File: src/source/loader_pkg.sv
/*
 * Media loader shared definitions
 * Memory map of the loader, file kinds decoded from the host index,
 * and the packed structs passed between the loader stages.
 */
`default_nettype none

package loader_pkg;

	// ====================
	// Memory map
	// ====================
	localparam int MEM_AW = 25;
	localparam logic [MEM_AW-1:0] CRT_BASE = 25'h100000;
	localparam logic [MEM_AW-1:0] TAP_BASE = 25'h200000;
	localparam logic [15:0] RAM_LAST = 16'hFFFF;

	// Cartridge file layout
	localparam logic [MEM_AW-1:0] CRT_ID_OFS = 25'h16;
	localparam logic [MEM_AW-1:0] CRT_CHIP_OFS = 25'h40;
	localparam int CRT_ALIGN_BITS = 13;
	localparam logic [MEM_AW-1:0] CRT_ALIGN_MASK = (MEM_AW'(1) << CRT_ALIGN_BITS) - 1'b1;
	localparam int CHIP_HDR_BYTES = 16;

	// Page-zero pointer writes after a program load
	localparam int PTR_COUNT = 12;

	typedef enum logic [1:0] {
		KIND_NONE,
		KIND_PRG,
		KIND_CRT,
		KIND_TAP
	} load_kind_e;

	// ====================
	// Stage payloads
	// ====================
	typedef struct packed {
		logic [7:0] index;
		logic [MEM_AW-1:0] offset;
		logic [7:0] data;
	} dl_beat_t;

	typedef struct packed {
		logic [MEM_AW-1:0] addr;
		logic [7:0] data;
	} mem_wr_t;

	// End address is start plus the number of data bytes
	typedef struct packed {
		logic [15:0] start_addr;
		logic [15:0] end_addr;
	} prg_span_t;

	typedef struct packed {
		logic [15:0] id;
		logic [7:0] exrom;
		logic [7:0] game;
	} cart_info_t;

	typedef struct packed {
		logic [7:0] bank_type;
		logic [15:0] bank_num;
		logic [15:0] load_addr;
		logic [15:0] size;
		logic [MEM_AW-1:0] mem_addr;
	} crt_bank_t;

	// Host index to file kind
	function automatic load_kind_e kind_of(input logic [7:0] index);
		case (index)
			8'h04: kind_of = KIND_PRG;
			8'h05, 8'hC0: kind_of = KIND_CRT;
			8'h06: kind_of = KIND_TAP;
			default: kind_of = KIND_NONE;
		endcase
	endfunction

endpackage

`default_nettype wire

File: src/source/load_decoder.sv
/*
 * Download stream decoder
 * Classifies each host byte by file kind, keeps the load address and
 * turns payload bytes into addressed memory writes. Parses cartridge
 * headers and chip packets, and flags the end of a program file.
 */
`timescale 1ns/1ps
`default_nettype none

module load_decoder (
	input wire clk_sys,
	input wire reset_n,
	input wire loader_pkg::dl_beat_t dl_beat_i,
	input wire dl_valid_i,
	output logic dl_ready_o,
	input wire dl_active_i,
	output loader_pkg::mem_wr_t wr_o,
	output logic wr_valid_o,
	input wire wr_ready_i,
	output logic prg_done_o,
	output loader_pkg::prg_span_t prg_span_o,
	output loader_pkg::cart_info_t cart_info_o,
	output loader_pkg::crt_bank_t crt_bank_o,
	output logic crt_bank_valid_o
);

	typedef enum logic {
		CHIP_HEADER,
		CHIP_DATA
	} chip_state_e;

	loader_pkg::load_kind_e beat_kind, kind_q;
	chip_state_e chip_state_q;
	loader_pkg::mem_wr_t wr_q;
	loader_pkg::prg_span_t span_q;
	loader_pkg::cart_info_t cart_q;
	loader_pkg::crt_bank_t bank_q;
	logic [loader_pkg::MEM_AW-1:0] load_addr_q, emit_addr, aligned_addr;
	logic [31:0] chip_len_q;
	logic [3:0] hdr_cnt_q;
	logic run_q, wr_valid_q, bank_valid_q, prg_done_q, done_pend_q, active_q;
	logic take, emit, out_free, file_end, end_seen, in_chips, hdr_last;

	assign out_free = !wr_valid_q || wr_ready_i;
	assign dl_ready_o = run_q && out_free;
	assign take = dl_valid_i && dl_ready_o;
	assign file_end = active_q && !dl_active_i;
	assign end_seen = file_end || done_pend_q;
	assign in_chips = dl_beat_i.offset >= loader_pkg::CRT_CHIP_OFS;
	assign hdr_last = hdr_cnt_q == 4'(loader_pkg::CHIP_HDR_BYTES - 1);

	// Next chip starts on an 8 KB boundary
	assign aligned_addr = (load_addr_q + loader_pkg::CRT_ALIGN_MASK) & ~loader_pkg::CRT_ALIGN_MASK;

	always_comb begin
		beat_kind = loader_pkg::kind_of(dl_beat_i.index);
		emit = 1'b0;
		emit_addr = load_addr_q;
		case (beat_kind)
			loader_pkg::KIND_PRG: emit = dl_beat_i.offset > 25'd1;
			loader_pkg::KIND_CRT: emit = in_chips && chip_state_q == CHIP_DATA;
			loader_pkg::KIND_TAP: begin
				emit = 1'b1;
				emit_addr = loader_pkg::TAP_BASE + dl_beat_i.offset;
			end
			default: emit = 1'b0;
		endcase
	end

	// ====================
	// Control state
	// ====================
	always_ff @(posedge clk_sys) begin
		if (!reset_n) begin
			run_q <= 1'b0;
			wr_valid_q <= 1'b0;
			kind_q <= loader_pkg::KIND_NONE;
			chip_state_q <= CHIP_HEADER;
			hdr_cnt_q <= '0;
			bank_valid_q <= 1'b0;
			prg_done_q <= 1'b0;
			done_pend_q <= 1'b0;
			active_q <= 1'b0;
		end else begin
			run_q <= 1'b1;
			active_q <= dl_active_i;
			bank_valid_q <= 1'b0;
			prg_done_q <= 1'b0;
			if (take && emit)
				wr_valid_q <= 1'b1;
			else if (wr_ready_i)
				wr_valid_q <= 1'b0;
			if (take) begin
				kind_q <= beat_kind;
				if (beat_kind == loader_pkg::KIND_CRT) begin
					if (dl_beat_i.offset == '0) begin
						chip_state_q <= CHIP_HEADER;
						hdr_cnt_q <= '0;
					end else if (in_chips && chip_state_q == CHIP_HEADER) begin
						hdr_cnt_q <= hdr_cnt_q + 1'b1;
						if (hdr_last) begin
							bank_valid_q <= 1'b1;
							// A chip without payload is followed by the next header
							if (chip_len_q != 32'(loader_pkg::CHIP_HDR_BYTES))
								chip_state_q <= CHIP_DATA;
						end
					end else if (in_chips && chip_len_q == 32'd1) begin
						chip_state_q <= CHIP_HEADER;
					end
				end
			end
			// Program end waits until the last write has left
			if (end_seen) begin
				if (out_free && !take) begin
					prg_done_q <= kind_q == loader_pkg::KIND_PRG;
					done_pend_q <= 1'b0;
				end else begin
					done_pend_q <= 1'b1;
				end
			end
		end
	end

	// ====================
	// Payload and addresses
	// ====================
	always_ff @(posedge clk_sys) begin
		if (take) begin
			if (emit) begin
				wr_q.addr <= emit_addr;
				wr_q.data <= dl_beat_i.data;
			end
			if (beat_kind == loader_pkg::KIND_PRG) begin
				if (dl_beat_i.offset == 25'd0) begin
					load_addr_q <= loader_pkg::MEM_AW'(dl_beat_i.data);
					span_q.start_addr[7:0] <= dl_beat_i.data;
					span_q.end_addr[7:0] <= dl_beat_i.data;
				end else if (dl_beat_i.offset == 25'd1) begin
					load_addr_q[15:8] <= dl_beat_i.data;
					span_q.start_addr[15:8] <= dl_beat_i.data;
					span_q.end_addr[15:8] <= dl_beat_i.data;
				end else begin
					load_addr_q <= load_addr_q + 1'b1;
					span_q.end_addr <= span_q.end_addr + 1'b1;
				end
			end
			if (beat_kind == loader_pkg::KIND_CRT) begin
				if (dl_beat_i.offset == 25'd0)
					load_addr_q <= loader_pkg::CRT_BASE;
				if (dl_beat_i.offset == loader_pkg::CRT_ID_OFS)
					cart_q.id[15:8] <= dl_beat_i.data;
				if (dl_beat_i.offset == loader_pkg::CRT_ID_OFS + 25'd1)
					cart_q.id[7:0] <= dl_beat_i.data;
				if (dl_beat_i.offset == loader_pkg::CRT_ID_OFS + 25'd2)
					cart_q.exrom <= dl_beat_i.data;
				if (dl_beat_i.offset == loader_pkg::CRT_ID_OFS + 25'd3)
					cart_q.game <= dl_beat_i.data;
				if (in_chips && chip_state_q == CHIP_HEADER) begin
					case (hdr_cnt_q)
						4'd0: begin
							load_addr_q <= aligned_addr;
							bank_q.mem_addr <= aligned_addr;
						end
						// Packet length is big-endian
						4'd4, 4'd5, 4'd6, 4'd7: chip_len_q <= {chip_len_q[23:0], dl_beat_i.data};
						4'd9: bank_q.bank_type <= dl_beat_i.data;
						4'd10: bank_q.bank_num[15:8] <= dl_beat_i.data;
						4'd11: bank_q.bank_num[7:0] <= dl_beat_i.data;
						4'd12: bank_q.load_addr[15:8] <= dl_beat_i.data;
						4'd13: bank_q.load_addr[7:0] <= dl_beat_i.data;
						4'd14: bank_q.size[15:8] <= dl_beat_i.data;
						4'd15: begin
							bank_q.size[7:0] <= dl_beat_i.data;
							chip_len_q <= chip_len_q - 32'(loader_pkg::CHIP_HDR_BYTES);
						end
						default: ;
					endcase
				end else if (in_chips) begin
					load_addr_q <= load_addr_q + 1'b1;
					chip_len_q <= chip_len_q - 1'b1;
				end
			end
		end
	end

	assign wr_o = wr_q;
	assign wr_valid_o = wr_valid_q;
	assign prg_done_o = prg_done_q;
	assign prg_span_o = span_q;
	assign cart_info_o = cart_q;
	assign crt_bank_o = bank_q;
	assign crt_bank_valid_o = bank_valid_q;

	// A write offered downstream is held until taken
	assert property (@(posedge clk_sys) disable iff (!reset_n)
		wr_valid_o && !wr_ready_i |=> wr_valid_o && $stable(wr_o));

endmodule

`default_nettype wire

File: src/source/basic_ptr_init.sv
/*
 * Interpreter pointer setup
 * Passes load writes through one register stage. After a program file
 * it appends the twelve page-zero pointer writes (text, variables,
 * arrays, strings, save start and load end).
 */
`timescale 1ns/1ps
`default_nettype none

module basic_ptr_init (
	input wire clk_sys,
	input wire reset_n,
	input wire loader_pkg::mem_wr_t wr_i,
	input wire wr_valid_i,
	output logic wr_ready_o,
	input wire prg_done_i,
	input wire loader_pkg::prg_span_t prg_span_i,
	output loader_pkg::mem_wr_t wr_o,
	output logic wr_valid_o,
	input wire wr_ready_i
);

	typedef enum logic {
		PTR_IDLE,
		PTR_EMIT
	} ptr_state_e;

	ptr_state_e state_q;
	logic [3:0] ptr_idx_q;
	loader_pkg::prg_span_t span_q;
	loader_pkg::mem_wr_t out_q, ptr_wr;
	logic out_valid_q, out_free, take, ptr_load;
	logic [15:0] ptr_word;

	assign out_free = !out_valid_q || wr_ready_i;
	assign wr_ready_o = state_q == PTR_IDLE && !prg_done_i && out_free;
	assign take = wr_valid_i && wr_ready_o;
	assign ptr_load = state_q == PTR_EMIT && out_free;

	// ====================
	// Pointer table
	// ====================
	// Entries 0..7 sit at 2B..32, entries 8..11 at AC..AF
	// Entries 0, 1, 8 and 9 carry the start address, the rest the end
	always_comb begin
		ptr_wr.addr = '0;
		if (ptr_idx_q[3])
			ptr_wr.addr[7:0] = 8'hAC + 8'(ptr_idx_q[1:0]);
		else
			ptr_wr.addr[7:0] = 8'h2B + 8'(ptr_idx_q[2:0]);
		ptr_word = (ptr_idx_q[2:1] == 2'b00) ? span_q.start_addr : span_q.end_addr;
		ptr_wr.data = ptr_idx_q[0] ? ptr_word[15:8] : ptr_word[7:0];
	end

	always_ff @(posedge clk_sys) begin
		if (!reset_n) begin
			state_q <= PTR_IDLE;
			ptr_idx_q <= '0;
			out_valid_q <= 1'b0;
		end else begin
			if (take || ptr_load)
				out_valid_q <= 1'b1;
			else if (wr_ready_i)
				out_valid_q <= 1'b0;
			case (state_q)
				PTR_IDLE: begin
					if (prg_done_i) begin
						state_q <= PTR_EMIT;
						ptr_idx_q <= '0;
					end
				end
				PTR_EMIT: begin
					if (ptr_load) begin
						ptr_idx_q <= ptr_idx_q + 1'b1;
						if (ptr_idx_q == 4'(loader_pkg::PTR_COUNT - 1))
							state_q <= PTR_IDLE;
					end
				end
				default: state_q <= PTR_IDLE;
			endcase
		end
	end

	always_ff @(posedge clk_sys) begin
		if (prg_done_i)
			span_q <= prg_span_i;
		if (take)
			out_q <= wr_i;
		else if (ptr_load)
			out_q <= ptr_wr;
	end

	assign wr_o = out_q;
	assign wr_valid_o = out_valid_q;

endmodule

`default_nettype wire

File: src/source/ram_erase_seq.sv
/*
 * System RAM erase sequencer
 * Fills the 64 KB system RAM with the power-on pattern, where every
 * byte repeats bit 6 of its own address.
 */
`timescale 1ns/1ps
`default_nettype none

module ram_erase_seq (
	input wire clk_sys,
	input wire reset_n,
	input wire erase_start_i,
	output logic erase_busy_o,
	output loader_pkg::mem_wr_t wr_o,
	output logic wr_valid_o,
	input wire wr_ready_i
);

	logic busy_q;
	logic [15:0] addr_q;

	always_ff @(posedge clk_sys) begin
		if (!reset_n) begin
			busy_q <= 1'b0;
			addr_q <= '0;
		end else if (!busy_q) begin
			// Start pulses during a fill are ignored
			if (erase_start_i) begin
				busy_q <= 1'b1;
				addr_q <= '0;
			end
		end else if (wr_ready_i) begin
			if (addr_q == loader_pkg::RAM_LAST)
				busy_q <= 1'b0;
			else
				addr_q <= addr_q + 1'b1;
		end
	end

	// Fill pattern
	assign wr_o.addr = loader_pkg::MEM_AW'(addr_q);
	assign wr_o.data = {8{addr_q[6]}};
	assign wr_valid_o = busy_q;
	assign erase_busy_o = busy_q;

endmodule

`default_nettype wire

File: src/source/slot_writer.sv
/*
 * Memory slot writer
 * Holds one pending write, taken from the erase input first and from
 * the load path otherwise, and issues it in the next free memory slot.
 */
`timescale 1ns/1ps
`default_nettype none

module slot_writer (
	input wire clk_sys,
	input wire reset_n,
	input wire loader_pkg::mem_wr_t erase_wr_i,
	input wire erase_valid_i,
	output logic erase_ready_o,
	input wire loader_pkg::mem_wr_t load_wr_i,
	input wire load_valid_i,
	output logic load_ready_o,
	input wire slot_i,
	output logic mem_we_o,
	output logic [loader_pkg::MEM_AW-1:0] mem_addr_o,
	output logic [7:0] mem_data_o
);

	loader_pkg::mem_wr_t pend_q;
	logic pend_valid_q;
	logic can_take, take_erase, take_load;

	// The holding register frees up in the slot that drains it
	assign can_take = !pend_valid_q || slot_i;
	assign erase_ready_o = can_take;
	assign load_ready_o = can_take && !erase_valid_i;
	assign take_erase = erase_valid_i && erase_ready_o;
	assign take_load = load_valid_i && load_ready_o;

	always_ff @(posedge clk_sys) begin
		if (!reset_n)
			pend_valid_q <= 1'b0;
		else if (take_erase || take_load)
			pend_valid_q <= 1'b1;
		else if (slot_i)
			pend_valid_q <= 1'b0;
	end

	always_ff @(posedge clk_sys) begin
		if (take_erase)
			pend_q <= erase_wr_i;
		else if (take_load)
			pend_q <= load_wr_i;
	end

	// ====================
	// Memory port
	// ====================
	assign mem_we_o = pend_valid_q && slot_i;
	assign mem_addr_o = pend_q.addr;
	assign mem_data_o = pend_q.data;

	// A load write that waits behind erase or a busy slot stays unchanged
	assert property (@(posedge clk_sys) disable iff (!reset_n)
		load_valid_i && !load_ready_o |=> load_valid_i && $stable(load_wr_i));

endmodule

`default_nettype wire

File: src/source/media_loader_top.sv
/*
 * Media loader top level
 * Decoder, pointer setup, erase sequencer and slot writer.
 */
`timescale 1ns/1ps
`default_nettype none

module media_loader_top (
	input wire clk_sys,
	input wire reset_n,
	input wire loader_pkg::dl_beat_t dl_beat_i,
	input wire dl_valid_i,
	output logic dl_ready_o,
	input wire dl_active_i,
	input wire erase_start_i,
	output logic erase_busy_o,
	input wire slot_i,
	output logic mem_we_o,
	output logic [loader_pkg::MEM_AW-1:0] mem_addr_o,
	output logic [7:0] mem_data_o,
	output loader_pkg::cart_info_t cart_info_o,
	output loader_pkg::crt_bank_t crt_bank_o,
	output logic crt_bank_valid_o
);

	loader_pkg::mem_wr_t dec_wr, ptr_wr, erase_wr;
	loader_pkg::prg_span_t prg_span;
	logic dec_valid, dec_ready, ptr_valid, ptr_ready, erase_valid, erase_ready;
	logic prg_done;

	load_decoder load_decoder_i (
		.clk_sys(clk_sys), .reset_n(reset_n),
		.dl_beat_i(dl_beat_i), .dl_valid_i(dl_valid_i), .dl_ready_o(dl_ready_o),
		.dl_active_i(dl_active_i),
		.wr_o(dec_wr), .wr_valid_o(dec_valid), .wr_ready_i(dec_ready),
		.prg_done_o(prg_done), .prg_span_o(prg_span), .cart_info_o(cart_info_o),
		.crt_bank_o(crt_bank_o), .crt_bank_valid_o(crt_bank_valid_o)
	);

	basic_ptr_init basic_ptr_init_i (
		.clk_sys(clk_sys), .reset_n(reset_n),
		.wr_i(dec_wr), .wr_valid_i(dec_valid), .wr_ready_o(dec_ready),
		.prg_done_i(prg_done), .prg_span_i(prg_span),
		.wr_o(ptr_wr), .wr_valid_o(ptr_valid), .wr_ready_i(ptr_ready)
	);

	ram_erase_seq ram_erase_seq_i (
		.clk_sys(clk_sys), .reset_n(reset_n),
		.erase_start_i(erase_start_i), .erase_busy_o(erase_busy_o),
		.wr_o(erase_wr), .wr_valid_o(erase_valid), .wr_ready_i(erase_ready)
	);

	slot_writer slot_writer_i (
		.clk_sys(clk_sys), .reset_n(reset_n),
		.erase_wr_i(erase_wr), .erase_valid_i(erase_valid), .erase_ready_o(erase_ready),
		.load_wr_i(ptr_wr), .load_valid_i(ptr_valid), .load_ready_o(ptr_ready),
		.slot_i(slot_i), .mem_we_o(mem_we_o), .mem_addr_o(mem_addr_o),
		.mem_data_o(mem_data_o)
	);

endmodule

`default_nettype wire

File: config.mk
export PLATFORM = sky130hd
export DESIGN_NAME = media_loader_top
export DESIGN_NICKNAME = d
export VERILOG_FILES = /design/src/source/loader_pkg.sv /design/src/source/load_decoder.sv /design/src/source/basic_ptr_init.sv /design/src/source/ram_erase_seq.sv /design/src/source/slot_writer.sv /design/src/source/media_loader_top.sv
export SDC_FILE = /design/constraint.sdc
export NUM_CORES = 1
export LEC_CHECK = 0
export ABC_AREA = 1
export BUFFER_PORTS_ARGS = -buffer_cell sky130_fd_sc_hd__buf_2
export CAP_MARGIN = 20
export CORE_UTILIZATION = 27
export CTS_CLUSTER_DIAMETER = 100
export DETAILED_ROUTE_END_ITERATION = 12
export PLACE_DENSITY_LB_ADDON = 0.1
export SLEW_MARGIN = 20
export SYNTH_ARGS = -nofsm -noshare
export SYNTH_HDL_FRONTEND = slang
export SYNTH_SLANG_ARGS = --single-unit
export TNS_END_PERCENT = 10
File: constraint.sdc
create_clock -name clk_sys -period 5.9 [get_ports clk_sys]
set_input_delay 0.885 -clock clk_sys [delete_from_list [all_inputs] [get_ports clk_sys]]
set_output_delay 0.885 -clock clk_sys [all_outputs]
set_load 0.03 [all_outputs]
Word-level counts from Yosys, hierarchy flattened:

Index checks and enable logic that the tools add are counted.

* equal/unequal tests: 36
* bitwise operators: 7
* $lt $le $gt $ge: 2
* reduce and logical (&&, ||, !) cells: 67
* add/sub/neg operators: 11
* muxes and demuxes: 57

Operators by type and width (count)
* 2-to-1 mux 25 bit: 8
* == test 25 x 5 -> 1 bit, second input constant: 4
* 2-to-1 mux 16 bit: 5
* 2-to-1 mux 33 bit: 2
* 2-to-1 mux 32 bit: 2
* one-hot mux 32 bit (2 select lines): 1
* 2-to-1 mux 8 bit: 7
* 2-to-1 mux 24 bit: 2
* AND reduction 4 bit: 10
* adder 16 x 1 -> 16 bit, second input constant: 2
* == test 32 x 1 -> 1 bit, second input constant: 1
* == test 4 bit, second input constant: 8
* inequality test 32 x 5 -> 1 bit, second input constant: 1
* subtractor 32 x 1 -> 32 bit, second input constant: 1
* subtractor 32 x 5 -> 32 bit, second input constant: 1
* AND reduction 3 bit: 10
* adder 22 x 25 -> 25 bit, first input constant: 1
* adder 25 x 1 -> 25 bit, second input constant: 1
* adder 25 x 13 -> 25 bit, second input constant: 1
* == test 25 x 1 -> 1 bit, second input constant: 1
* greater-or-equal comparator 25 x 7 -> 1 bit, second input constant: 1
* > comparator 25 x 1 -> 1 bit, second input constant: 1
* logical NOT 25 bit: 1
* == test 8 x 3 -> 1 bit, second input constant: 3
* other kinds (32): 105

* logic and storage cells: 222
* input bits: 47
* output and inout bits: 150
* flip-flop bits (word level): 357

Logic depth before layout (Yosys ltp):

* word-level depth: 11
* mapped depth: 15

Modules after synthesis:

Synthesis repeated with hierarchy kept, for this count alone.

* cells, all modules: 2092
* area total of the unflattened synthesis: 18715.4 um^2

By module, submodules not included
* load_decoder: area each 12819.8 um^2, instances 1, cells an instance 1434, sequential area each 6926.6 um^2
* basic_ptr_init: area each 3046.7 um^2, instances 1, cells an instance 298, sequential area each 2072.0 um^2
* slot_writer: area each 1559.0 um^2, instances 1, cells an instance 153, sequential area each 1011.0 um^2
* ram_erase_seq: area each 1290.0 um^2, instances 1, cells an instance 207, sequential area each 340.3 um^2

Worst setup path before layout:

No wires, ideal clock.

* path kind: input port to flip-flop
* start point: input slot_i
* end point: register load_decoder_i.wr_q, in the netlist load_decoder_i.wr_o[0], enable pin
* buffers on the path: 0
* setup time: 0.438 ns
* arrival: 3.820 ns
* stages: 10
* slack: 1.642 ns
* data required time: 5.462 ns
* cell sequence: inv_1 -> nand2_1 -> nand2_1 -> nand2_1 -> nand2_1 -> nand2_1 -> nand3_2 -> clkinv_1 -> o21ai_0 -> a22oi_1

* cells in the longest elaborated chain, start to end: 8

RTL lines
* start: declaration: line media_loader_top.sv:17 `input wire slot_i,`
* logical OR 1 bit: line slot_writer.sv:29 `assign can_take = !pend_valid_q || slot_i;`
* logical AND 1 bit: line slot_writer.sv:31 `assign load_ready_o = can_take && !erase_valid_i;`
* logical OR 1 bit: line basic_ptr_init.sv:35 `assign out_free = !out_valid_q || wr_ready_i;`
* logical AND 1 bit: line basic_ptr_init.sv:36 `assign wr_ready_o = state_q == PTR_IDLE && !prg_done_i && out_free;`
* logical OR 1 bit: line load_decoder.sv:44 `assign out_free = !wr_valid_q || wr_ready_i;`
* logical AND 1 bit: line load_decoder.sv:45 `assign dl_ready_o = run_q && out_free;`
* logical AND 1 bit: line load_decoder.sv:46 `assign take = dl_valid_i && dl_ready_o;`
* named net load_decoder_i.take: line load_decoder.sv:42 `logic take, emit, out_free, file_end, end_seen, in_chips, hdr_last;`
* AND reduction 2 bit (no source line)
* end: declaration: line load_decoder.sv:34 `loader_pkg::mem_wr_t wr_q;`

The timed path passes the listed nets, and every way through them passes these cells.
A chain may end at the register's enable or synchronous reset.

Worst setup path in the final report:

* start point: input dl_beat_i[9] (netlist name)
* end point: register load_decoder_i.bank_q, in the netlist load_decoder_i.crt_bank_o[68], enable pin

* cells in the longest elaborated chain, start to end: 3

RTL lines
* start: declaration: line media_loader_top.sv:11 `input wire loader_pkg::dl_beat_t dl_beat_i,`
* greater-or-equal comparator 25 x 7 -> 1 bit: line load_decoder.sv:49 `assign in_chips = dl_beat_i.offset >= loader_pkg::CRT_CHIP_OFS;`
* logical AND 1 bit: line load_decoder.sv:158 `if (in_chips && chip_state_q == CHIP_HEADER) begin`
* AND reduction 4 bit (no source line)
* end: declaration: line load_decoder.sv:37 `loader_pkg::crt_bank_t bank_q;`

Every way passes these cells.

==> flow_summary_export.csv <==
group,metric,value,unit
outcome,status,"finished clean",
timing,tightest_slew,0.968,ns
layout,drive_gt1_share,16.0,%
cts,cts_root_buffer,"clkbuf_16",
global_routing,grt_overflow_total,0,
timing,finalCriticalPeriod,3.17,ns
die,io_pins,197,
routing,drtIter0Drc,783,
setup_path,critPathBufInv,5,
setup_path,slowest_stage,"inv_2",
logic_synthesis,netlist_area,17800,um2
cts,cts.clk_slew.worst_paths,0.06,ns
run,maxCapViolations,0,
cts,post_cts_buffers,0,
cts,ctsHtreeMaxLevel,2,
logic_synthesis,synthFlopType,"edfxtp_1",
placed_design,hpwl,39.6,mm
logic_synthesis,synth_edf_count,311,
routing,drc,0,
setup_path,cp_num_cells,14,
setup_path,cp.arrival,3.45,ns
routing,detail-route-antenna-nets,0,
cts,cts.repair.resized,0,
die,die_area,67100,um2
logic_synthesis,ys_ff_latch,357,
logic_synthesis,synth_top_area_share,52.3,%
min_path,whs_path_depth,0,
cts,tritoncts,"built",
logic_synthesis,synthCells,1968,
timing,slew_headroom,35.4,%
logic_synthesis,avgSynthCellArea,9.07,um2
layout,fin_util,32.7,%
setup_path,worstPathRequired,6.18,ns
setup_path,path_common_cell,"nand2_1",
logic_synthesis,seq_area_frac_synth,57.5,%
timing,slew_violations,0,
timing,timing.final.crit_share,53.8,%
cts,numCtsBuffers,45,
routing,wire_per_inst,18.1,um
timing,clock_skew,0.0308,ns
logic_synthesis,synthArstFlopShare,0,%
cts,clk-insertion-delay-late,0.59,ns
layout,area.growth.synth_to_final,19.1,%
global_routing,grt_pass1_wl,84.2,mm
timing,fin_tns_setup,0,ns
timing,fmaxAchievable,0.315,GHz
setup_path,path_cells,"buf_2 > inv_1 > nand2_1 > nor2_1 > nand2_1 > nor2_1 > nand2_1 > nand3_2 > nand2_1 > inv_2 > buf_4 > nand3_1 > nor3_1 > buf_4",
setup_path,reg2regPathDepth,9,
cts,clockBufferDepth,3,
global_routing,antenna_found_initial,1,
routing,wl,55.3,mm
timing,whs,0.419,ns
routing,dr.pass1.iters,5,
die,die_y,259,um
logic_synthesis,synth_most_common_cell,"nand2_1",
timing,hold_violations,0,
logic_synthesis,yosysTopAreaCell,"edfxtp_1",
logic_synthesis,synth_area_leaders,"edfxtp_1, nand2_1, dfxtp_1",
placed_design,io_buffers,183,
routing,vias,13900,
logic_synthesis,synth_common_cells,"nand2_1, edfxtp_1, nor2_1, inv_1, o21ai_0",
min_path,hold_path_class,"flip-flop to flip-flop",
setup_path,crit_path_max_incr_delay,0.34,ns
layout,final_nets,2229,
global_routing,grt_max_degree,50,
die,coreArea,64900,um2
logic_synthesis,yosys_warnings,0,
placed_design,gp_congestion,0.873,
setup_path,worstPathMaxFanout,23,
global_routing,grt_use_total,16.4,%
timing,final-setup-viol-count,0,
power_and_ir_drop,power.density,275,nW/um2
die,start_util,27.5,%
die,die_w,259,um
setup_path,path_delay_family,"simple AND/OR/NAND/NOR gates",
routing,via_per_inst,4.53,
power_and_ir_drop,ir_drop,183,uV
setup_path,cp-end-kind,"flip-flop",
cts,cts_hold_buf,0,
setup_path,worstSetupPathType,"primary input to flip-flop",
timing,rsz0062_at_grt,"no",
logic_synthesis,synth_cell_types,52,
power_and_ir_drop,p_leak,8.47,nW
setup_path,start_kind,"primary input",
cts,cts_sinks,357,
die,num_rows,93,
global_routing,grt_pass1_vias,13700,
[flip-flops by register name (all words and copies together), names as in the netlist, 16 cells and up]
name,count
load_decoder_i.chip_len_q,32
basic_ptr_init_i.wr_o,33
load_decoder_i.cart_info_o,32
slot_writer_i.mem_addr_o,25
load_decoder_i.wr_o,33
basic_ptr_init_i.span_q,32
load_decoder_i.load_addr_q,25
ram_erase_seq_i.addr_q,16
load_decoder_i.prg_span_o,32
load_decoder_i.crt_bank_o,68
[final cells by class]
class | count | area [um2]
inverters | 232 | 872
clock buffers | 50 | 1160
multi-input cells | 1315 | 6390
fillers | 6847 | 43700
repair buffers | 213 | 1140
flip-flops and latches | 357 | 10300
clock inverters | 34 | 348
diodes | 4 | 10.0
well taps | 855 | 1070
[cell usage in the layout (no fill, tap or decap), types with 11 or more instances in the layout]
master	netlist	final
clkbuf_16	0	45
xnor2_1	12	12
a21oi_1	75	75
dfxtp_1	46	46
xor2_1	55	55
nand4_1	17	17
clkinv_2	1	11
buf_4	20	30
nor2_2	12	13
conb_1	1	13
nand3_1	99	99
buf_2	22	183
nand2_1	500	500
inv_1	217	217
o21ai_0	157	157
edfxtp_1	311	311
o22ai_1	13	13
nor3_1	29	28
inv_2	12	12
ha_1	18	18
o21ai_1	21	21
nor2_1	218	216
[cell families after synthesis]
kind of cell | synth area share [%]
simple gates | 21.9
flops | 57.5
buf+inv | 7.20
compound gates | 8.85
xor+xnor | 3.29
fa+ha+maj | 1.26
other cells | 0.0210
[routing by layer]
metal / wire length [um] / global-route usage [%]
met1: 23900 / 20.4
met2: 27700 / 28.7
met3: 2050 / 2.42
met4: 1680 / 5.79
met5: 0 / 0
[worst register-to-register path, cell delays in order, from the launching register on]
cell,delay (ns)
dfxtp_1,0.29
buf_4,0.25
nor2_1,0.23
nand2_1,0.11
nand2_1,0.14
nand3_2,0.20
clkinv_1,0.23
nand4_1,0.38
nor4_1,0.55
buf_4,0.30
[metrics by stage]
step	cell area (um2)	std cells	setup WS, ns	power (mW)
2_1_floorplan	17900	1980	1.64	2.98
3_5_place_dp	19700	2972	1.89	3.07
3_3_place_gp	19700	2972	2.06	3.07
5_1_grt	21200	3057	2.47	6.06
4_1_cts	21200	3056	2.53	5.93
6_report	21300	3060	2.73	5.85
[report_power, final]
| group | switching, mW | internal (mW) |
|---|---|---|
| clock network | 1.18 | 1.66 |
| registers | 0.0214 | 2.75 |
| logic | 0.179 | 0.0612 |
| total | 1.38 | 4.47 |
[path summary, 6_finish.rpt]
path / end / from / slack (ns)
setup / recovery: load_decoder_i.crt_bank_o[68]$_DFFE_PP_ / dl_beat_i[9] / 2.73
hold / removal: basic_ptr_init_i.span_q[18]$_DFFE_PP_ / load_decoder_i.prg_span_o[18]$_DFFE_PP_ / 0.42
setup reg to reg: load_decoder_i.prg_span_o[28]$_DFFE_PP_ / load_decoder_i.prg_done_o$_SDFF_PN0_ / 2.91
hold reg to reg: basic_ptr_init_i.span_q[18]$_DFFE_PP_ / load_decoder_i.prg_span_o[18]$_DFFE_PP_ / 0.42
No activity file was read; power rests on OpenSTA's default activity.
